<file path="src/wca_pkg.sv">
package wca_pkg;

    // ====================
    // Controller and mode encodings
    // ====================
    typedef enum logic [1:0] {
        ST_IDLE = 2'd0,   // Waiting for configuration
        ST_CFG  = 2'd1,   // One-cycle configuration step
        ST_WORK = 2'd2    // Serving requests
    } wca_state_e;

    typedef enum logic {
        MODE_BYPASS = 1'b0,   // Every request reads the RAM
        MODE_CACHE  = 1'b1
    } wca_mode_e;

    // ====================
    // Default sizes
    // ====================
    localparam int NUM_PORTS_DEF = 4;    // PE rows
    localparam int ADDR_W_DEF    = 13;   // Weight RAM address
    localparam int DATA_W_DEF    = 8;
    localparam int TAG_W_DEF     = 8;    // Stat index
    localparam int SLOT_NUM_DEF  = 32;   // Must stay a power of two

endpackage

</file>
<file path="src/wca_cfg_ctrl.sv">
`timescale 1ns/1ps

module wca_cfg_ctrl (
    input  logic                clk,
    input  logic                rst_n,
    input  logic                cfg_info_vld,
    input  logic                cfg_wbuf_ena,
    output logic                cfg_info_rdy,
    output logic                work,
    output wca_pkg::wca_mode_e  mode
);

    wca_pkg::wca_state_e state;
    wca_pkg::wca_state_e state_nxt;

    // ====================
    // State machine
    // ====================
    always_comb begin
        state_nxt = state;
        case (state)
            wca_pkg::ST_IDLE: begin
                if (cfg_info_vld) begin
                    state_nxt = wca_pkg::ST_CFG;
                end
            end
            wca_pkg::ST_CFG: state_nxt = wca_pkg::ST_WORK;
            wca_pkg::ST_WORK: begin
                if (cfg_info_vld) begin
                    state_nxt = wca_pkg::ST_IDLE;   // Abort back to idle
                end
            end
            default: state_nxt = wca_pkg::ST_IDLE;
        endcase
    end

    always_ff @(posedge clk or negedge rst_n) begin
        if (!rst_n) begin
            state <= wca_pkg::ST_IDLE;
        end else begin
            state <= state_nxt;
        end
    end

    // Mode sampled on the step into work
    always_ff @(posedge clk or negedge rst_n) begin
        if (!rst_n) begin
            mode <= wca_pkg::MODE_BYPASS;
        end else if (state == wca_pkg::ST_IDLE) begin
            mode <= wca_pkg::MODE_BYPASS;
        end else if (state == wca_pkg::ST_CFG) begin
            mode <= cfg_wbuf_ena ? wca_pkg::MODE_CACHE : wca_pkg::MODE_BYPASS;
        end
    end

    assign cfg_info_rdy = (state == wca_pkg::ST_IDLE);
    assign work         = (state == wca_pkg::ST_WORK);

endmodule

</file>
<file path="src/wca_tag_store.sv">
`timescale 1ns/1ps

module wca_tag_store #(
    parameter int NUM_PORTS = wca_pkg::NUM_PORTS_DEF,
    parameter int DATA_W    = wca_pkg::DATA_W_DEF,
    parameter int TAG_W     = wca_pkg::TAG_W_DEF,
    parameter int SLOT_NUM  = wca_pkg::SLOT_NUM_DEF
) (
    input  logic                                clk,
    input  logic                                rst_n,
    input  logic                                work,
    input  wca_pkg::wca_mode_e                  mode,
    input  logic                                idx_vld,
    input  logic [TAG_W-1:0]                    idx,
    output logic                                idx_rdy,
    input  logic [NUM_PORTS-1:0][TAG_W-1:0]     req_tag,
    output logic [NUM_PORTS-1:0]                hit,
    output logic [NUM_PORTS-1:0][DATA_W-1:0]    hit_data,
    input  logic                                fill,
    input  logic [$clog2(NUM_PORTS)-1:0]        fill_port,
    input  logic [DATA_W-1:0]                   fill_data
);

    localparam int SLOT_W = $clog2(SLOT_NUM);

    logic [SLOT_NUM-1:0][TAG_W-1:0]     idx_arr;
    logic [SLOT_NUM-1:0][DATA_W-1:0]    data_arr;
    logic [SLOT_NUM-1:0]                slot_used;   // Index loaded since work began
    logic [SLOT_NUM-1:0]                data_vld;
    logic [SLOT_W-1:0]                  load_ptr;

    logic [NUM_PORTS-1:0][SLOT_W-1:0]   first_slot;
    logic [NUM_PORTS-1:0]               match_any;

    logic                               load_en;
    logic [SLOT_W-1:0]                  fill_slot;
    logic                               fill_en;

    // ====================
    // Per-port lookup
    // ====================
    for (genvar p = 0; p < NUM_PORTS; p++) begin : g_lookup
        logic [SLOT_NUM-1:0]    match;
        logic [SLOT_W-1:0]      first_s;

        always_comb begin
            for (int s = 0; s < SLOT_NUM; s++) begin
                match[s] = slot_used[s] && (idx_arr[s] == req_tag[p]);
            end
        end

        // Lowest slot wins when an index sits in two slots
        always_comb begin
            first_s = '0;
            for (int s = SLOT_NUM - 1; s >= 0; s--) begin
                if (match[s]) begin
                    first_s = SLOT_W'(s);
                end
            end
        end

        assign first_slot[p] = first_s;
        assign match_any[p]  = |match;
        assign hit[p]        = (mode == wca_pkg::MODE_CACHE) && match_any[p]
                               && data_vld[first_s];
        assign hit_data[p]   = data_arr[first_s];
    end

    // ====================
    // Index load and fill
    // ====================
    assign idx_rdy   = work;
    assign load_en   = idx_vld && work;
    assign fill_slot = first_slot[fill_port];

    // A load into the same slot wins over the fill
    assign fill_en = fill && (mode == wca_pkg::MODE_CACHE) && match_any[fill_port]
                     && !(load_en && (load_ptr == fill_slot));

    always_ff @(posedge clk or negedge rst_n) begin
        if (!rst_n) begin
            idx_arr   <= '0;
            slot_used <= '0;
            data_vld  <= '0;
            load_ptr  <= '0;
        end else if (!work) begin
            idx_arr   <= '0;
            slot_used <= '0;
            data_vld  <= '0;
            load_ptr  <= '0;
        end else begin
            if (fill_en) begin
                data_vld[fill_slot] <= 1'b1;
            end
            if (load_en) begin
                idx_arr[load_ptr]   <= idx;
                slot_used[load_ptr] <= 1'b1;
                data_vld[load_ptr]  <= 1'b0;      // Old weight no longer belongs here
                load_ptr            <= load_ptr + 1'b1;   // Wraps at SLOT_NUM
            end
        end
    end

    always_ff @(posedge clk) begin
        if (fill_en) begin
            data_arr[fill_slot] <= fill_data;
        end
    end

endmodule

</file>
<file path="src/wca_req_arbiter.sv">
`timescale 1ns/1ps

module wca_req_arbiter #(
    parameter int NUM_PORTS = wca_pkg::NUM_PORTS_DEF,
    parameter int ADDR_W    = wca_pkg::ADDR_W_DEF,
    parameter int DATA_W    = wca_pkg::DATA_W_DEF
) (
    input  logic                                clk,
    input  logic                                rst_n,
    input  logic                                work,
    input  logic [NUM_PORTS-1:0]                miss_vld,
    input  logic [NUM_PORTS-1:0][ADDR_W-1:0]    req_addr,
    output logic                                wram_add_vld,
    input  logic                                wram_add_rdy,
    output logic [ADDR_W-1:0]                   wram_add_add,
    input  logic                                wram_dat_vld,
    output logic                                wram_dat_rdy,
    input  logic [DATA_W-1:0]                   wram_dat_dat,
    output logic                                fill,
    output logic [$clog2(NUM_PORTS)-1:0]        fill_port,
    output logic [DATA_W-1:0]                   fill_data
);

    localparam int PORT_W = $clog2(NUM_PORTS);

    typedef enum logic [1:0] {
        ARB_IDLE = 2'd0,
        ARB_ADDR = 2'd1,   // Address held until accepted
        ARB_DATA = 2'd2    // Read outstanding
    } arb_state_e;

    arb_state_e         state;
    logic [PORT_W-1:0]  rr_ptr;
    logic [PORT_W-1:0]  grant_port;
    logic [ADDR_W-1:0]  addr_r;
    logic [PORT_W-1:0]  pick_port;
    logic               pick_vld;

    // ====================
    // Round-robin pick
    // ====================
    always_comb begin
        int cand;
        pick_vld  = 1'b0;
        pick_port = '0;
        for (int i = 0; i < NUM_PORTS; i++) begin
            cand = int'(rr_ptr) + i;
            if (cand >= NUM_PORTS) begin
                cand = cand - NUM_PORTS;
            end
            if (!pick_vld && miss_vld[cand]) begin
                pick_vld  = 1'b1;
                pick_port = PORT_W'(cand);
            end
        end
    end

    always_ff @(posedge clk or negedge rst_n) begin
        if (!rst_n) begin
            state      <= ARB_IDLE;
            rr_ptr     <= '0;
            grant_port <= '0;
            addr_r     <= '0;
        end else if (!work) begin
            state      <= ARB_IDLE;
            rr_ptr     <= '0;
            grant_port <= '0;
            addr_r     <= '0;
        end else begin
            case (state)
                ARB_IDLE: begin
                    if (pick_vld) begin
                        state      <= ARB_ADDR;
                        grant_port <= pick_port;
                        addr_r     <= req_addr[pick_port];
                        rr_ptr     <= (int'(pick_port) == NUM_PORTS - 1) ? '0 : pick_port + 1'b1;
                    end
                end
                ARB_ADDR: if (wram_add_rdy) state <= ARB_DATA;
                ARB_DATA: if (wram_dat_vld) state <= ARB_IDLE;
                default: state <= ARB_IDLE;
            endcase
        end
    end

    assign wram_add_vld = (state == ARB_ADDR);
    assign wram_add_add = addr_r;
    assign wram_dat_rdy = (state == ARB_DATA);

    assign fill      = work && (state == ARB_DATA) && wram_dat_vld;   // One cycle per read
    assign fill_port = grant_port;
    assign fill_data = wram_dat_dat;

endmodule

</file>
<file path="src/wca_port_stage.sv">
`timescale 1ns/1ps

module wca_port_stage #(
    parameter int DATA_W = wca_pkg::DATA_W_DEF
) (
    input  logic                clk,
    input  logic                rst_n,
    input  logic                work,
    input  logic                req_vld,
    output logic                req_rdy,
    input  logic                hit,
    input  logic [DATA_W-1:0]   hit_data,
    output logic                miss_vld,
    input  logic                fill,
    input  logic [DATA_W-1:0]   fill_data,
    output logic                rsp_vld,
    input  logic                rsp_rdy,
    output logic [DATA_W-1:0]   rsp_dat
);

    logic   rsp_full;
    logic   miss_pend;    // Request committed to the RAM path
    logic   slot_free;
    logic   take_hit;
    logic   take_req;

    // ====================
    // Acceptance
    // ====================
    assign slot_free = !rsp_full || rsp_rdy;                 // Empty or draining
    assign take_hit  = hit && !miss_pend && slot_free;
    assign req_rdy   = work && (take_hit || fill);
    assign take_req  = req_vld && req_rdy;

    // Held until the fill strobe, even if the tag turns into a hit meanwhile
    assign miss_vld = work && (miss_pend || (req_vld && !hit && !rsp_full));

    always_ff @(posedge clk or negedge rst_n) begin
        if (!rst_n) begin
            rsp_full  <= 1'b0;
            miss_pend <= 1'b0;
        end else if (!work) begin
            rsp_full  <= 1'b0;
            miss_pend <= 1'b0;
        end else begin
            if (take_req) begin
                rsp_full <= 1'b1;
            end else if (rsp_rdy) begin
                rsp_full <= 1'b0;
            end

            if (fill) begin
                miss_pend <= 1'b0;
            end else if (req_vld && !hit && !rsp_full) begin
                miss_pend <= 1'b1;
            end
        end
    end

    // ====================
    // Response register
    // ====================
    always_ff @(posedge clk) begin
        if (take_req) begin
            rsp_dat <= fill ? fill_data : hit_data;
        end
    end

    assign rsp_vld = rsp_full;

endmodule

</file>
<file path="src/wca_top.sv">
`timescale 1ns/1ps

module wca_top #(
    parameter int NUM_PORTS = wca_pkg::NUM_PORTS_DEF,
    parameter int ADDR_W    = wca_pkg::ADDR_W_DEF,
    parameter int DATA_W    = wca_pkg::DATA_W_DEF,
    parameter int TAG_W     = wca_pkg::TAG_W_DEF,
    parameter int SLOT_NUM  = wca_pkg::SLOT_NUM_DEF
) (
    input  logic                                clk,
    input  logic                                rst_n,

    input  logic                                cfg_info_vld,
    output logic                                cfg_info_rdy,
    input  logic                                cfg_wbuf_ena,

    input  logic                                idx_vld,       // From flag buffer
    output logic                                idx_rdy,
    input  logic [TAG_W-1:0]                    idx,

    input  logic [NUM_PORTS-1:0]                req_vld,       // From PE rows
    output logic [NUM_PORTS-1:0]                req_rdy,
    input  logic [NUM_PORTS-1:0][ADDR_W-1:0]    req_addr,
    input  logic [NUM_PORTS-1:0][TAG_W-1:0]     req_tag,

    output logic [NUM_PORTS-1:0]                rsp_vld,       // To PE rows
    input  logic [NUM_PORTS-1:0]                rsp_rdy,
    output logic [NUM_PORTS-1:0][DATA_W-1:0]    rsp_dat,

    output logic                                wram_add_vld,  // Weight RAM read port
    input  logic                                wram_add_rdy,
    output logic [ADDR_W-1:0]                   wram_add_add,
    input  logic                                wram_dat_vld,
    output logic                                wram_dat_rdy,
    input  logic [DATA_W-1:0]                   wram_dat_dat
);

    localparam int PORT_W = $clog2(NUM_PORTS);

    logic                               work;
    wca_pkg::wca_mode_e                 mode;
    logic [NUM_PORTS-1:0]               hit;
    logic [NUM_PORTS-1:0][DATA_W-1:0]   hit_data;
    logic [NUM_PORTS-1:0]               miss_vld;
    logic                               fill;
    logic [PORT_W-1:0]                  fill_port;
    logic [DATA_W-1:0]                  fill_data;

    wca_cfg_ctrl u_cfg_ctrl (
        .clk          (clk),
        .rst_n        (rst_n),
        .cfg_info_vld (cfg_info_vld),
        .cfg_wbuf_ena (cfg_wbuf_ena),
        .cfg_info_rdy (cfg_info_rdy),
        .work         (work),
        .mode         (mode)
    );

    wca_tag_store #(
        .NUM_PORTS (NUM_PORTS),
        .DATA_W    (DATA_W),
        .TAG_W     (TAG_W),
        .SLOT_NUM  (SLOT_NUM)
    ) u_tag_store (
        .clk       (clk),
        .rst_n     (rst_n),
        .work      (work),
        .mode      (mode),
        .idx_vld   (idx_vld),
        .idx       (idx),
        .idx_rdy   (idx_rdy),
        .req_tag   (req_tag),
        .hit       (hit),
        .hit_data  (hit_data),
        .fill      (fill),
        .fill_port (fill_port),
        .fill_data (fill_data)
    );

    wca_req_arbiter #(
        .NUM_PORTS (NUM_PORTS),
        .ADDR_W    (ADDR_W),
        .DATA_W    (DATA_W)
    ) u_req_arbiter (
        .clk          (clk),
        .rst_n        (rst_n),
        .work         (work),
        .miss_vld     (miss_vld),
        .req_addr     (req_addr),
        .wram_add_vld (wram_add_vld),
        .wram_add_rdy (wram_add_rdy),
        .wram_add_add (wram_add_add),
        .wram_dat_vld (wram_dat_vld),
        .wram_dat_rdy (wram_dat_rdy),
        .wram_dat_dat (wram_dat_dat),
        .fill         (fill),
        .fill_port    (fill_port),
        .fill_data    (fill_data)
    );

    // ====================
    // One stage per PE row
    // ====================
    for (genvar p = 0; p < NUM_PORTS; p++) begin : g_port
        logic port_fill;

        assign port_fill = fill && (fill_port == PORT_W'(p));   // Strobe for this row only

        wca_port_stage #(
            .DATA_W (DATA_W)
        ) u_port_stage (
            .clk       (clk),
            .rst_n     (rst_n),
            .work      (work),
            .req_vld   (req_vld[p]),
            .req_rdy   (req_rdy[p]),
            .hit       (hit[p]),
            .hit_data  (hit_data[p]),
            .miss_vld  (miss_vld[p]),
            .fill      (port_fill),
            .fill_data (fill_data),
            .rsp_vld   (rsp_vld[p]),
            .rsp_rdy   (rsp_rdy[p]),
            .rsp_dat   (rsp_dat[p])
        );
    end

endmodule

</file>
<file path="config.mk">
export PLATFORM = sky130hd
export DESIGN_NAME = wca_top
export DESIGN_NICKNAME = d
export VERILOG_FILES = /design/src/wca_pkg.sv /design/src/wca_cfg_ctrl.sv /design/src/wca_tag_store.sv /design/src/wca_req_arbiter.sv /design/src/wca_port_stage.sv /design/src/wca_top.sv
export SDC_FILE = /design/constraint.sdc
export NUM_CORES = 2
export LEC_CHECK = 0
export ABC_AREA = 1
export BUFFER_PORTS_ARGS = -buffer_cell sky130_fd_sc_hd__buf_2
export CELL_PAD_IN_SITES_DETAIL_PLACEMENT = 1
export CELL_PAD_IN_SITES_GLOBAL_PLACEMENT = 2
export CORE_MARGIN = 2
export CORE_UTILIZATION = 37
export CTS_CLUSTER_SIZE = 20
export DETAILED_ROUTE_END_ITERATION = 10
export MAX_ROUTING_LAYER = met4
export PLACE_DENSITY_LB_ADDON = 0.2
export SETUP_SLACK_MARGIN = 0.5
export SLEW_MARGIN = 20
export SYNTH_ARGS = -nofsm -noshare
export SYNTH_HDL_FRONTEND = slang
export SYNTH_SLANG_ARGS = --single-unit
</file>
<file path="constraint.sdc">
create_clock -name clk -period 6.8 [get_ports clk]
set_clock_uncertainty 0.1 [all_clocks]
set_input_delay 1.36 -clock clk [delete_from_list [all_inputs] [get_ports clk]]
set_output_delay 1.36 -clock clk [all_outputs]
set_load 0.02 [all_outputs]
</file>
==> metrics.txt <==
initial antenna violation count 16; internal power 0.00798 W; Synth Area per Inst 7.09 um2; Psw 0.00457 W; DRT iter0 DRCs 8,060; Sum Neg Setup Slack -1.43 ns; die area 135,000 um2; core area 131,000 um2; Tot Pwr 0.0126 W; Cells after Synth 6,870; layout cell share with drive strength beyond 1 0.198; Final ANT Viol Nets 0; global route overflow 0; nets@finish 7,540; commonest cells after routing, fill and taps aside nand2_1 (1,281), nor2_1 (847), buf_4 (653); clock buffer depth 3; status finished with violations; reg2reg start u_tag_store.idx_arr[250]$_DFFE_PN0P_; CP peak stage delay 0.35 ns; YS warnings 0; Boundary Pins 172; critical path launch point req_tag[5]; htree depth 3; count of final hold-check violations 0; Final Critical Period 7.21 ns; Routed wire per std cell 32.7 um; drt total wl 303,000 um; DP HPWL 209,000 um; Critical Path End req_rdy[0]; post-synth cell types 68; #FFs+latches synth 643; Die H 367 um; Peak VDD IR 0.238 mV; reg2reg path depth 53; clock-pin transition on the worst setup and hold timing paths 0.06 ns; Final Wtd Congestion 1.03; clk sink count 643; combinational power share 0.269; initial core utilization 0.372; commonest non-fill, non-tap cell in the layout nand2_1; port bufs 171; placed cell areas 56,200 um2; final setup fails 4; RSZ-0062 raised after global routing true; Setup Crit Path Kind input port to primary output; Slowest cell on crit path o41ai_4; Crit path depth 33; worst min path class flip-flop to flip-flop; Num CTS Buffers 85; CTS tree yes; Layout Cells excl Fill 9,263; net switching fraction of the power 0.364; Max Fclk 0.139 GHz; Buf/Inv on CP 9; Final WS setup -0.414 ns; failing checks negative setup slack; gr usage total 0.444; Slew headroom 0.228; DR pass1 iterations 6; Place WS -0.956 ns; final max-slew violation count 0; worst slew pin tran 1.16 ns; Synth-to-Final Area Change 27.1%; post-synthesis sequential area ratio 0.360; placed insts 9,011; WP data required 5.34 ns; Core Rows 133; Post-Syn Nets 6,989; Pwr per Cell Area 203 nW/um2; Crit path max-delay family simple AND/OR/NAND/NOR gates; CP arrival 5.75 ns; worst skew pair latency 0.74 ns; Post-route DRC 0; Setup crit end kind primary output; via count 60,700; number of max-cap violations 0; sequential power share 0.335; vias in the first global route 58,800; crit share post-route 1.06; reg-to-reg endpoint u_tag_store.data_arr[212]$_DFFE_PP_; Final Cell Area 61,900 um2; first-pass GRT wire length 426,000 um; critical path fanouts, max 9; vias per cell 6.55; clock share of power 0.396; largest net degree at the start of global routing 115; Startpoint Class input port; CTS Root Cell clkbuf_16; die width 367 um; Pleak 25.6 nW; r2r setup slk 0.31 ns; Post-Syn Area 48,700 um2
-- synthesized netlist by cell type, drive strengths merged --
| cell type | instances | area, um2 |
|---|---|---|
| o311ai | 1 | 8.76 |
| and3 | 8 | 50.1 |
| dfrtp | 355 | 8880 |
| or4 | 4 | 30.0 |
| a211o | 2 | 17.5 |
| xor2 | 193 | 1690 |
| clkbuf | 285 | 1080 |
| a31o | 1 | 8.76 |
| ha | 4 | 50.1 |
| nor2 | 889 | 3350 |
| o21bai | 2 | 15.0 |
| and2 | 7 | 43.8 |
| nor4b | 3 | 26.3 |
| or2 | 2 | 12.5 |
| nor3b | 10 | 75.1 |
| a21oi | 97 | 489 |
| nand2 | 1390 | 5310 |
| a2111o | 1 | 11.3 |
| o211ai | 137 | 1030 |
| o41ai | 3 | 33.8 |
| nand4 | 130 | 826 |
| nand3b | 1 | 7.51 |
| a2111oi | 46 | 419 |
| nor4 | 136 | 857 |
| edfxtp | 288 | 8650 |
| clkinv | 13 | 50.0 |
| o21ai | 659 | 3300 |
| nand3 | 546 | 2800 |
| o2111ai | 26 | 228 |
| a32o | 1 | 10.0 |
| a31oi | 10 | 62.6 |
| buf | 240 | 1400 |
| o221ai | 129 | 1130 |
| nor3 | 55 | 280 |
| inv | 526 | 1970 |
| a41o | 1 | 10.0 |
| o31ai | 4 | 30.0 |
| xnor2 | 71 | 622 |
| or3 | 1 | 6.26 |
| o21a | 1 | 7.51 |
| or3b | 1 | 8.76 |
| a221oi | 51 | 447 |
| o22ai | 530 | 3320 |
| a211oi | 10 | 75.1 |
-- worst min-delay path by stage --
stage / to / start / cells past startpoint / slack, ns
after floorplan: u_cfg_ctrl.state[0]$_DFFE_PN0P_ / u_cfg_ctrl.state[1]$_DFFE_PN0P_ / 1 / 0.33
after global placement: u_cfg_ctrl.state[0]$_DFFE_PN0P_ / u_cfg_ctrl.state[1]$_DFFE_PN0P_ / 1 / 0.35
after detailed placement: u_cfg_ctrl.state[0]$_DFFE_PN0P_ / u_cfg_ctrl.state[1]$_DFFE_PN0P_ / 1 / 0.36
after CTS: u_cfg_ctrl.state[0]$_DFFE_PN0P_ / u_cfg_ctrl.state[1]$_DFFE_PN0P_ / 1 / 0.37
after global routing: u_cfg_ctrl.state[0]$_DFFE_PN0P_ / u_cfg_ctrl.state[1]$_DFFE_PN0P_ / 1 / 0.40
final: u_cfg_ctrl.state[0]$_DFFE_PN0P_ / u_cfg_ctrl.state[1]$_DFFE_PN0P_ / 1 / 0.37
-- repair_timing --
| action | in CTS | in global routing |
|---|---|---|
| pin swaps | 107 | 195 |
| hold buffers | 0 | 0 |
| setup buffers | 35 | 23 |
| gates cloned | 14 | 6 |
| endpoints found under the setup margin | 334 | 343 |
| resized for setup | 242 | 253 |
-- power groups by stage --
| stage | sequential, W | combinational, W | clock, W |
|---|---|---|---|
| 2_1_floorplan | 0.00428 | 0.00153 | 0 |
| 3_5_place_dp | 0.00428 | 0.00312 | 0 |
| 5_1_grt | 0.00421 | 0.00348 | 0.00512 |
| 4_1_cts | 0.00420 | 0.00319 | 0.00499 |
| 6_report | 0.00420 | 0.00337 | 0.00498 |
| 3_3_place_gp | 0.00427 | 0.00307 | 0 |
-- stage by stage --
stage / hold WS, ns / utilization
6_report: 0.369 / 0.472
5_1_grt: 0.395 / 0.472
4_1_cts: 0.372 / 0.462
3_5_place_dp: 0.363 / 0.429
3_3_place_gp: 0.348 / 0.429
2_1_floorplan: 0.332 / -
-- layer usage --
layer	global-route usage	part of all wire	vias up
li1	-	-	25300
met1	0.567	0.39	30300
met2	0.637	0.43	3949
met3	0.107	0.11	1098
met4	0.263	0.068	0
met5	-	0	-
-- area by class of cell --
cell class	count	area, um2
inverters	539	2140
clock inverters	47	606
multi-input cells	5171	28200
fillers	16300	69200
flip-flops and latches	643	17500
repair buffers	981	8910
diodes	16	40.0
clock buffers	111	2330
well taps	1755	2200
-- kinds of logic (layout without fill, tap and decap cells) --
| logic type | after synthesis | after routing | share of synthesized area |
|---|---|---|---|
| buffers and inverters | 1064 | 1678 | 0.0923 |
| xor gates and xnor gates | 264 | 264 | 0.0475 |
| other | 0 | 16 | 0 |
| adders and majority gates | 4 | 4 | 0.00103 |
| DFF | 643 | 643 | 0.360 |
| AOI/OAI and AO/OA | 1712 | 1712 | 0.219 |
| and+or+nand+nor | 3183 | 3191 | 0.281 |
-- state kept, by name, summed over array words and instances, names as in the netlist --
register                       cells
g_port.u_port_stage.rsp_dat       32
u_req_arbiter.wram_add_add        13
g_port.u_port_stage.rsp_vld        4
u_tag_store.data_vld              32
u_tag_store.idx_arr              256
u_req_arbiter.fill_port            2
u_req_arbiter.rr_ptr               2
u_tag_store.slot_used             32
u_cfg_ctrl.mode                    1
u_cfg_ctrl.state                   2
u_tag_store.data_arr             256
u_req_arbiter.state                2
u_tag_store.load_ptr               5
g_port.u_port_stage.miss_pend      4
No activity file was read; power rests on OpenSTA's default activity.
